## src/source/gearbox_settings.svh

```systemverilog
// Stream widths, BAR-hit width and heartbeat counter bit
`ifndef GEARBOX_SETTINGS_SVH
`define GEARBOX_SETTINGS_SVH

// Dword and beat sizes
`define GB_DW_BITS          32
`define GB_CORE_DWS         2
`define GB_TLPS_DWS         4
`define GB_CORE_BITS        (`GB_DW_BITS * `GB_CORE_DWS)
`define GB_TLPS_BITS        (`GB_DW_BITS * `GB_TLPS_DWS)

// BAR-hit field carried alongside each beat
`define GB_BAR_BITS         7

// Counter bit that blinks the LED while the link is down
`define GB_HEARTBEAT_BIT    25

`endif

```

## src/source/tlp_gearbox_pkg.sv

```systemverilog
// Beat structs for the 64-bit core and 128-bit application streams
// and the link-state enum
`include "gearbox_settings.svh"

package tlp_gearbox_pkg;

    // ------------------------------------------------------------
    // Core side beat, byte granular keep
    // ------------------------------------------------------------
    typedef struct packed {
        logic [`GB_CORE_BITS-1:0]       data;
        logic [`GB_CORE_DWS*4-1:0]      keep;
        logic                           last;
        logic [`GB_BAR_BITS-1:0]        bar_hit;
    } core_beat_t;

    // ------------------------------------------------------------
    // Application side beat, one keep bit per dword
    // ------------------------------------------------------------
    typedef struct packed {
        logic [`GB_TLPS_BITS-1:0]       data;
        logic [`GB_TLPS_DWS-1:0]        keep_dw;
        // Start of packet
        logic                           first;
        logic                           last;
        logic [`GB_BAR_BITS-1:0]        bar_hit;
    } tlps_beat_t;

    // Link tracking FSM
    typedef enum logic [1:0] {
        LINK_RESET    = 2'd0,
        LINK_TRAINING = 2'd1,
        LINK_UP       = 2'd2
    } link_state_e;

endpackage

```

## src/source/link_ctrl.sv

```systemverilog
// Subsystem reset merge, link-state FSM and heartbeat LED
`include "gearbox_settings.svh"

module link_ctrl #(
    parameter int heartbeat_bit = `GB_HEARTBEAT_BIT
) (
    input  logic                        clk_pcie,
    input  logic                        rst,
    input  logic                        core_user_rst,
    input  logic                        subsys_rst_req,
    input  logic                        link_up,
    output logic                        rst_subsys,
    output tlp_gearbox_pkg::link_state_e link_state,
    output logic                        led_state
);
    import tlp_gearbox_pkg::*;

    logic [heartbeat_bit:0] heartbeat_cnt;

    // Any reset source takes the subsystem down on the next edge
    always_ff @(posedge clk_pcie) begin
        rst_subsys <= rst | core_user_rst | subsys_rst_req;
    end

    // ------------------------------------------------------------
    // Link state
    // ------------------------------------------------------------
    always_ff @(posedge clk_pcie) begin
        if (rst || rst_subsys) begin
            link_state <= LINK_RESET;
        end else begin
            case (link_state)
                LINK_RESET:    link_state <= LINK_TRAINING;
                LINK_TRAINING: link_state <= link_up ? LINK_UP : LINK_TRAINING;
                LINK_UP:       link_state <= link_up ? LINK_UP : LINK_TRAINING;
                default:       link_state <= LINK_RESET;
            endcase
        end
    end

    // Free running, blinks the LED until the link comes up
    always_ff @(posedge clk_pcie) begin
        if (rst) begin
            heartbeat_cnt <= '0;
        end else begin
            heartbeat_cnt <= heartbeat_cnt + 1'b1;
        end
    end

    assign led_state = (link_state == LINK_UP) || heartbeat_cnt[heartbeat_bit];

endmodule

```

## src/source/tlp_rx_upsizer.sv

```systemverilog
// Receive packer from 64-bit core beats to 128-bit application beats
`include "gearbox_settings.svh"

module tlp_rx_upsizer (
    input  logic                        clk_pcie,
    input  logic                        rst_subsys,
    input  logic                        rx_valid,
    input  tlp_gearbox_pkg::core_beat_t rx_beat,
    output logic                        rx_ready,
    output logic                        rxw_valid,
    output tlp_gearbox_pkg::tlps_beat_t rxw_beat
);
    import tlp_gearbox_pkg::*;

    localparam int fill_bits = $clog2(`GB_TLPS_DWS + 1);

    logic [`GB_TLPS_BITS-1:0]   buf_data;
    logic [fill_bits-1:0]       fill;
    logic                       first_q;
    logic                       last_q;
    logic [`GB_BAR_BITS-1:0]    bar_hit_q;

    logic                       out_valid;
    logic [fill_bits-1:0]       next_base;
    logic [fill_bits-1:0]       next_fill;
    logic [`GB_TLPS_DWS-1:0]    keep_dw;

    // Wide beat goes out once it has three dwords or the packet ended
    assign out_valid = last_q || (fill > 2);

    // Restart at dword 0 when the buffer is emitted this cycle
    assign next_base = out_valid ? '0 : fill;
    // Second dword present when byte 4 is kept
    assign next_fill = next_base + fill_bits'(1) + fill_bits'(rx_beat.keep[4]);

    always_comb begin
        for (int n = 0; n < `GB_TLPS_DWS; n++) begin
            keep_dw[n] = (fill > n);
        end
    end

    // ------------------------------------------------------------
    // Fill tracking and buffer write
    // ------------------------------------------------------------
    always_ff @(posedge clk_pcie) begin
        if (rst_subsys) begin
            fill    <= '0;
            first_q <= 1'b1;
            last_q  <= 1'b0;
        end else if (rx_valid) begin
            fill    <= next_fill;
            // Next wide beat opens a packet only if the emitted one closed it
            first_q <= out_valid ? last_q : first_q;
            last_q  <= rx_beat.last;
        end else if (out_valid) begin
            fill    <= '0;
            first_q <= last_q;
            last_q  <= 1'b0;
        end
    end

    always_ff @(posedge clk_pcie) begin
        if (rx_valid) begin
            buf_data[next_base*`GB_DW_BITS +: `GB_CORE_BITS] <= rx_beat.data;
            bar_hit_q <= rx_beat.bar_hit;
        end
    end

    // No back-pressure toward the core
    assign rx_ready = 1'b1;

    assign rxw_valid        = out_valid;
    assign rxw_beat.data    = buf_data;
    assign rxw_beat.keep_dw = keep_dw;
    assign rxw_beat.first   = first_q;
    assign rxw_beat.last    = last_q;
    assign rxw_beat.bar_hit = bar_hit_q;

endmodule

```

## src/source/tlp_tx_downsizer.sv

```systemverilog
// Transmit splitter from 128-bit application beats to 64-bit core beats
`include "gearbox_settings.svh"

module tlp_tx_downsizer (
    input  logic                        clk_pcie,
    input  logic                        rst,
    input  logic                        txw_valid,
    input  tlp_gearbox_pkg::tlps_beat_t txw_beat,
    input  logic                        tx_ready,
    output logic                        txw_ready,
    output logic                        tx_valid,
    output tlp_gearbox_pkg::core_beat_t tx_beat
);
    import tlp_gearbox_pkg::*;

    localparam logic [`GB_CORE_DWS*4-1:0] keep_full = '1;
    localparam logic [`GB_CORE_DWS*4-1:0] keep_low  = keep_full >> 4;

    // Upper half waiting for the core
    logic                       hold_valid;
    logic [`GB_CORE_BITS-1:0]   hold_data;
    logic                       hold_dw3;
    logic                       hold_last;
    logic [`GB_BAR_BITS-1:0]    hold_bar_hit;

    logic                       upper_follows;

    assign upper_follows = txw_valid && txw_beat.keep_dw[2];

    // Wide beat with an upper half is released only after that half goes out
    assign txw_ready = tx_ready && (hold_valid || !upper_follows);

    // ------------------------------------------------------------
    // Output select, lower half passes straight through
    // ------------------------------------------------------------
    assign tx_valid = hold_valid || txw_valid;

    always_comb begin
        if (hold_valid) begin
            tx_beat.data    = hold_data;
            tx_beat.keep    = hold_dw3 ? keep_full : keep_low;
            tx_beat.last    = hold_last;
            tx_beat.bar_hit = hold_bar_hit;
        end else begin
            tx_beat.data    = txw_beat.data[`GB_CORE_BITS-1:0];
            tx_beat.keep    = txw_beat.keep_dw[1] ? keep_full : keep_low;
            tx_beat.last    = txw_beat.last && !txw_beat.keep_dw[2];
            tx_beat.bar_hit = txw_beat.bar_hit;
        end
    end

    always_ff @(posedge clk_pcie) begin
        if (rst) begin
            hold_valid <= 1'b0;
        end else if (hold_valid) begin
            hold_valid <= !tx_ready;
        end else begin
            hold_valid <= upper_follows && tx_ready;
        end
    end

    // Capture the upper half as the lower half is taken
    always_ff @(posedge clk_pcie) begin
        if (!hold_valid && upper_follows && tx_ready) begin
            hold_data    <= txw_beat.data[`GB_TLPS_BITS-1:`GB_CORE_BITS];
            hold_dw3     <= txw_beat.keep_dw[3];
            hold_last    <= txw_beat.last;
            hold_bar_hit <= txw_beat.bar_hit;
        end
    end

endmodule

```

## src/source/tlp_gearbox_top.sv

```systemverilog
// Gearbox top level with link control and both stream datapaths
`include "gearbox_settings.svh"

module tlp_gearbox_top #(
    parameter int heartbeat_bit = `GB_HEARTBEAT_BIT
) (
    input  logic                         clk_pcie,
    input  logic                         rst,
    // Receive, core to application
    input  logic                         rx_valid,
    input  tlp_gearbox_pkg::core_beat_t  rx_beat,
    output logic                         rx_ready,
    output logic                         rxw_valid,
    output tlp_gearbox_pkg::tlps_beat_t  rxw_beat,
    // Transmit, application to core
    input  logic                         txw_valid,
    input  tlp_gearbox_pkg::tlps_beat_t  txw_beat,
    output logic                         txw_ready,
    output logic                         tx_valid,
    output tlp_gearbox_pkg::core_beat_t  tx_beat,
    input  logic                         tx_ready,
    // Control and status
    input  logic                         core_user_rst,
    input  logic                         subsys_rst_req,
    input  logic                         link_up,
    output logic                         led_state,
    output tlp_gearbox_pkg::link_state_e link_state
);
    import tlp_gearbox_pkg::*;

    logic rst_subsys;

    // ------------------------------------------------------------
    // Reset merge and link status
    // ------------------------------------------------------------
    link_ctrl #(
        .heartbeat_bit  (heartbeat_bit)
    ) u_link_ctrl (
        .clk_pcie       (clk_pcie),
        .rst            (rst),
        .core_user_rst  (core_user_rst),
        .subsys_rst_req (subsys_rst_req),
        .link_up        (link_up),
        .rst_subsys     (rst_subsys),
        .link_state     (link_state),
        .led_state      (led_state)
    );

    // Receive side runs on the subsystem reset
    tlp_rx_upsizer u_rx_upsizer (
        .clk_pcie       (clk_pcie),
        .rst_subsys     (rst_subsys),
        .rx_valid       (rx_valid),
        .rx_beat        (rx_beat),
        .rx_ready       (rx_ready),
        .rxw_valid      (rxw_valid),
        .rxw_beat       (rxw_beat)
    );

    // Transmit side stays on the system reset
    tlp_tx_downsizer u_tx_downsizer (
        .clk_pcie       (clk_pcie),
        .rst            (rst),
        .txw_valid      (txw_valid),
        .txw_beat       (txw_beat),
        .tx_ready       (tx_ready),
        .txw_ready      (txw_ready),
        .tx_valid       (tx_valid),
        .tx_beat        (tx_beat)
    );

endmodule

```

## config.mk

```make
export PLATFORM = sky130hd
export DESIGN_NAME = tlp_gearbox_top
export DESIGN_NICKNAME = d
export VERILOG_FILES = /design/src/source/tlp_gearbox_pkg.sv /design/src/source/link_ctrl.sv /design/src/source/tlp_rx_upsizer.sv /design/src/source/tlp_tx_downsizer.sv /design/src/source/tlp_gearbox_top.sv
export VERILOG_INCLUDE_DIRS = /design/src /design/src/source
export SDC_FILE = /design/constraint.sdc
export NUM_CORES = 1
export LEC_CHECK = 0
export ABC_AREA = 1
export BUFFER_PORTS_ARGS = -buffer_cell sky130_fd_sc_hd__clkbuf_2
export CORE_AREA = 2 2 177 179
export CTS_CLUSTER_SIZE = 10
export DETAILED_ROUTE_END_ITERATION = 8
export DIE_AREA = 0 0 179 181
export PLACE_DENSITY = 0.73
export SLEW_MARGIN = 10
export SYNTH_ARGS = -nofsm -noshare
export SYNTH_HDL_FRONTEND = slang
export SYNTH_SLANG_ARGS = --single-unit
```

## constraint.sdc

```tcl
create_clock -name clk_pcie -period 13.43 [get_ports clk_pcie]
set_input_delay 1.343 -clock clk_pcie [delete_from_list [all_inputs] [get_ports clk_pcie]]
set_output_delay 1.343 -clock clk_pcie [all_outputs]
set_load 0.01 [all_outputs]
```

==> out/qor.txt, run 1 <==
Slew @ Worst Pin: 1.142 ns
Fmax achieved: 0.1883 GHz
Antenna violations before repair: 9
Post-synthesis cell area: 0.01119 mm2
Placer Congestion: 0.8468
Seq/Total Area, Yosys: 62.08%
Cells after synthesis: 1129
Most frequent cells in the layout: 442 x clkbuf_2, 341 x nand2_1, 208 x edfxtp_1
CP peak stage delay: 0.99 ns
CP bufs+invs: 3
CTS tree: yes
Root Buffer: clkbuf_16
CP dominant cell by count: nor2_4
H-tree depth: 1
Worst Setup Start Kind: register
Vias in the first global route: 9650
# hold bufs at CTS: 0
Setup bufs post-CTS: 0
TNS Setup: 0 ns
Crit path time final: 5.309 ns
Distinct cells, synth: 37
Worst Reg-to-Reg Cells: 9
PwrDens: 120.3 mW/mm2
TritonCTS buffer count: 29
RSZ-0062 raised after global routing: false
Port bufs: 442
Terminus of the critical flop-to-flop path: u_rx_upsizer.buf_data[10]$_DFFE_PP_
Clk_lat worst skew: 0.53 ns
Max Cap Violations: 0
Routed wire length per instance: 19.05 um
Post-layout net count: 1777
Post-CTS sizing: 0
Hold EP: u_link_ctrl.heartbeat_cnt[0]$_SDFF_PP0_
Syn_area_per_cell: 9.912 um2
# fillers: 2843
Layout cells sized above 1: 34.53%
DR pass1 iterations: 5
Crit-path cells: nor2_4, nand3_4, buf_4, inv_1, ha_1, inv_2, nor2_4, nand3_1, nor2_4
Post-synth EDFFs: 208
Post-route ant nets: 0
CTS sink cnt: 243
Most common cell after layout, fill and taps aside: clkbuf_2
Die width: 179 um
WS Path Type: reg2reg
Final setup violation count: 0
DRT iter0 DRCs: 677
Die area: 0.03240 mm2
IO Pins: 457
Grt ovf: 0
FP Rows: 64
Share of the clock period used by the worst path: 39.53%
Layout area overhead: 29.15%
Asr flop ratio synth: 0%
Worst R2R Start: u_rx_upsizer.fill[1]$_SDFF_PP0_
Slew headroom: 23.68%
Final instance area: 0.01445 mm2
YS warnings: 0
Layout Skew: 0.01058 ns
Drt total wl: 37380 um
Max Root-Sink Buffers: 3
Finished Core Util: 47.62%
CP Capture Type: register
WHS Path Cells: 1
Global-route wire length before repair: 54680 um
Count of final hold-check violations: 0
HP Class: reg2reg
Gr usage total: 22.16%
Synth Register Bits: 243
Core area: 0.03035 mm2
Reg clk slew, reported paths: 0.06 ns
DR DRC count: 0
Crit path max-delay cell type: nor2_4
Maximum vdd drop: 0.1111 mV
Most common flop cell mapped by yosys: edfxtp_1
Critical Path Fanout Max: 92
Leak Pwr: 6.399 nW
CP top delay family: simple AND/OR/NAND/NOR gates
Total number of vias: 9632
Hold Path Origin: u_link_ctrl.heartbeat_cnt[0]$_SDFF_PP0_
R2r setup slk: 8.12 ns
Starting Density: 36.87%
Max Slew Vio Count: 0
Worst Path Arrival: 5.45 ns
Dpl hpwl: 27370 um
Chip Height: 181 um
Critical Path RT: 13.57 ns
Status: complete, no violations
Largest net degree at the start of global routing: 93
Routed vias/inst: 4.909
Post-DP Area: 0.01357 mm2
==> state kept, by name (all words and copies together), names as in the netlist, 2 cells and up <==
register,cells
u_rx_upsizer.buf_data,128
u_link_ctrl.link_state,2
u_tx_downsizer.hold_bar_hit,7
u_rx_upsizer.bar_hit_q,7
u_rx_upsizer.fill,3
u_link_ctrl.heartbeat_cnt,26
u_tx_downsizer.hold_data,64
==> cell usage after synthesis (all sizes together) (9+ instances only) <==
| cell | count | area, um2 |
|---|---|---|
| nand2 | 344 | 1309 |
| edfxtp | 208 | 6246 |
| nor2 | 127 | 506.7 |
| inv | 74 | 277.8 |
| o21ai | 70 | 350.3 |
| buf | 50 | 345.3 |
| nand3 | 50 | 262.8 |
| a21oi | 46 | 230.2 |
| dfxtp | 35 | 700.7 |
| a211oi | 33 | 407.9 |
| nor3 | 33 | 170.2 |
| clkbuf | 27 | 101.4 |
| ha | 9 | 112.6 |
==> report_power, final <==
part / total [mW] / switching [mW] / leakage (nW) / internal [mW]
clock network: 0.712 / 0.294 / 0.406 / 0.418
logic: 0.183 / 0.118 / 3.71 / 0.0646
registers: 0.844 / 0.00497 / 2.28 / 0.839
total: 1.74 / 0.417 / 6.40 / 1.32
==> final cells by class <==
cell class / count / area (um2) / area share [%]
flip-flops and latches: 243 / 6948 / 48.07
multi-input cells: 739 / 3575 / 24.73
repair buffers: 451 / 2292 / 15.86
clock buffers: 52 / 843.3 / 5.835
well taps: 396 / 495.5 / 3.428
inverters: 75 / 281.5 / 1.948
diodes: 5 / 12.51 / 0.08657
clock inverters: 1 / 5.005 / 0.03463
==> worst register-to-register path, stage by stage (launching register included) <==
cell,delay [ns]
dfxtp_1,0.46
nor2_4,0.08
nand3_4,0.36
buf_4,0.87
inv_1,0.11
ha_1,0.33
inv_2,0.38
nor2_4,0.92
nand3_1,0.39
nor2_4,0.99
==> cells by family (layout without fill, tap and decap cells) <==
group	count (synthesis)	count (layout)	synth area share, %
other cells	1	11	0.03351
buf+inv	152	579	6.507
fa+ha+maj	9	9	1.006
flops	243	243	62.08
simple gates	567	567	20.98
compound gates	152	152	9.012
xor+xnor	5	5	0.3913
==> metrics by stage <==
stage | hold WS, ns | setup WS [ns] | total power, mW | cells
2_1_floorplan | 0.4019 | 8.136 | 0.9502 | 1134
3_3_place_gp | 0.4129 | 8.184 | 1.038 | 1903
3_5_place_dp | 0.4277 | 7.984 | 1.042 | 1903
4_1_cts | 0.4402 | 8.001 | 1.755 | 1956
5_1_grt | 0.4499 | 7.718 | 1.806 | 1961
6_report | 0.4343 | 8.121 | 1.739 | 1962
==> how the worst max path moves through the flow <==
stage	startpoint	endpoint	cells past startpoint
after global routing	u_rx_upsizer.fill[1]$_SDFF_PP0_	u_rx_upsizer.buf_data[10]$_DFFE_PP_	9
final	u_rx_upsizer.fill[1]$_SDFF_PP0_	u_rx_upsizer.buf_data[10]$_DFFE_PP_	9
after global placement	u_rx_upsizer.last_q$_SDFFE_PP0P_	u_rx_upsizer.buf_data[42]$_DFFE_PP_	9
after detailed placement	u_rx_upsizer.fill[1]$_SDFF_PP0_	u_rx_upsizer.buf_data[42]$_DFFE_PP_	9
after floorplan	rx_valid	u_rx_upsizer.buf_data[64]$_DFFE_PP_	3
after CTS	u_rx_upsizer.fill[1]$_SDFF_PP0_	u_rx_upsizer.buf_data[42]$_DFFE_PP_	9
==> routing by layer <==
layer  routed length [um]  global-route usage, %  vias up  share of wire, %
li1                     -                      -     4609                 -
met1                13490                  24.64     4472                36
met2                18860                  39.58      466                50
met3                 3649                  6.503       83               9.8
met4                 1360                  8.293        2               3.6
met5                   16                      0        -             0.043
No activity file was read; power rests on OpenSTA's default activity.
==> run 2: changes to the inputs <==
Settings changed: CORE_AREA 2 2 177 179 to 2 2 179 181, DIE_AREA 0 0 179 181 to 0 0 181 183, PLACE_DENSITY 0.73 to 0.71.
Clock period 13.43 ns to 5.3 ns, I/O delays scaled along.
==> out/qor.txt, run 2 (synthesis results as in run 1) <==
Status: complete, no violations
Max FFs per register: 128
Placer Congestion: 0.8970
WHS: 0.1657 ns
Chip Height: 183 um
Routed wire length per instance: 18.88 um
Clk_lat worst skew: 0.54 ns
Max Slew Vio Count: 0
Slew headroom: 20.16%
CTS sink cnt: 243
Layout Skew: 0.008799 ns
RSZ-0062 raised after global routing: false
Final setup violation count: 0
Critical Path Fanout Max: 48
Cell-internal power: 3.330 mW
Total number of vias: 9724
Max Root-Sink Buffers: 3
Root Buffer: clkbuf_16
CTS tree: yes
HP Class: in2reg
Global-route wire length before repair: 55280 um
Max Cap Violations: 0
Reg clk slew, reported paths: 0.06 ns
Area of the multi-input gates: 0.003575 mm2
Dpl hpwl: 27420 um
Worst Setup Start Kind: register
PwrDens: 303.6 mW/mm2
Count of final hold-check violations: 0
Grt ovf: 0
Reg area: 0.006948 mm2
Maximum vdd drop: 0.2397 mV
DRT iter0 DRCs: 629
Critical Path RT: 5.65 ns
# hold bufs at CTS: 0
Reg with most FFs: u_rx_upsizer.buf_data
Worst Path Arrival: 4.38 ns
Switch share: 23.97%
Core area: 0.03123 mm2
IO Pins: 457
FP Rows: 65
# fillers: 2956
Setup ws final: 1.263 ns
Most frequent cells in the layout: 442 x clkbuf_2, 341 x nand2_1, 208 x edfxtp_1
Net Sw Power: 1.050 mW
WS Path Type: reg2reg
Post-CTS sizing: 0
Die width: 181 um
DR pass1 iterations: 5
Layout cells sized above 1: 34.49%
Port bufs: 442
Starting Density: 35.83%
Drt total wl: 37080 um
Die area: 0.03312 mm2
Worst slack, placed: 1.334 ns
Fmax achieved: 0.2477 GHz
DR DRC count: 0
H-tree depth: 1
Clock network fraction of total power: 40.7%
Vias in the first global route: 9457
Slew @ Worst Pin: 1.193 ns
Setup bufs post-CTS: 0
Finished Core Util: 46.19%
Biggest regs: u_rx_upsizer.buf_data: 128 flops, u_tx_downsizer.hold_data: 64 flops, u_link_ctrl.heartbeat_cnt: 26 flops
Post-route ant nets: 0
R2r setup slk: 1.26 ns
Layout area overhead: 28.89%
Share of power burned in registers: 48.9%
Routed vias/inst: 4.951
Largest net degree at the start of global routing: 87
Gate power share: 10.4%
Leak Pwr: 6.384 nW
Most common cell after layout, fill and taps aside: clkbuf_2
TNS Setup: 0 ns
CP Capture Type: register
TritonCTS buffer count: 28
Crit path time final: 4.037 ns
Antenna violations before repair: 7
Gr usage total: 21.63%
Post-layout net count: 1776
Share of the clock period used by the worst path: 76.17%
-- run 2: worst paths after layout --
kind                                                                 to  cells after the start                               startpoint
worst min-delay path             u_tx_downsizer.hold_data[21]$_DFFE_PP_                      1                             txw_beat[98]
worst max-delay path                u_rx_upsizer.buf_data[65]$_DFFE_PP_                     10         u_rx_upsizer.last_q$_SDFFE_PP0P_
worst min register to register  u_link_ctrl.heartbeat_cnt[0]$_SDFF_PP0_                      1  u_link_ctrl.heartbeat_cnt[0]$_SDFF_PP0_
worst max register to register      u_rx_upsizer.buf_data[65]$_DFFE_PP_                     10         u_rx_upsizer.last_q$_SDFFE_PP0P_
-- run 2: worst max-delay path: stages (launching register included) --
cell and delay (ns):
dfxtp_1 0.31, inv_1 0.19, nand3_4 0.52, inv_1 0.19, ha_1 0.26, inv_2 0.25, buf_4 0.49, nand2_1 0.17
inv_2 0.57, nand2_4 0.49, a211oi_2 0.34
-- run 2: through the flow --
stage	instance area (um2)	std cells	power (mW)
global route	14420	1964	4.536
finish	14420	1964	4.379
detailed placement	13590	1910	2.637
floorplan	11210	1134	2.408
global placement	13590	1910	2.626
CTS	14420	1962	4.416
-- run 2: final cells by class --
cell class	instances	area share, %
multi-input cells	739	24.78
clock buffers	52	5.769
diodes	2	0.03470
flip-flops and latches	243	48.17
inverters	75	1.952
well taps	402	3.487
repair buffers	451	15.81
-- run 2: power groups by stage --
| stage | logic (mW) | registers (mW) | clock network, mW |
|---|---|---|---|
| global route | 0.502 | 2.14 | 1.89 |
| CTS | 0.459 | 2.14 | 1.82 |
| floorplan | 0.216 | 2.19 | 0 |
| finish | 0.457 | 2.14 | 1.78 |
| detailed placement | 0.458 | 2.18 | 0 |
| global placement | 0.448 | 2.18 | 0 |
-- run 2: layer usage --
metal	vias up	wire (um)	GRT usage, %
li1	4603	-	-
met1	4574	13390	24.48
met2	456	18510	38.46
met3	87	3527	6.315
met4	4	1634	8.650
met5	-	20	0
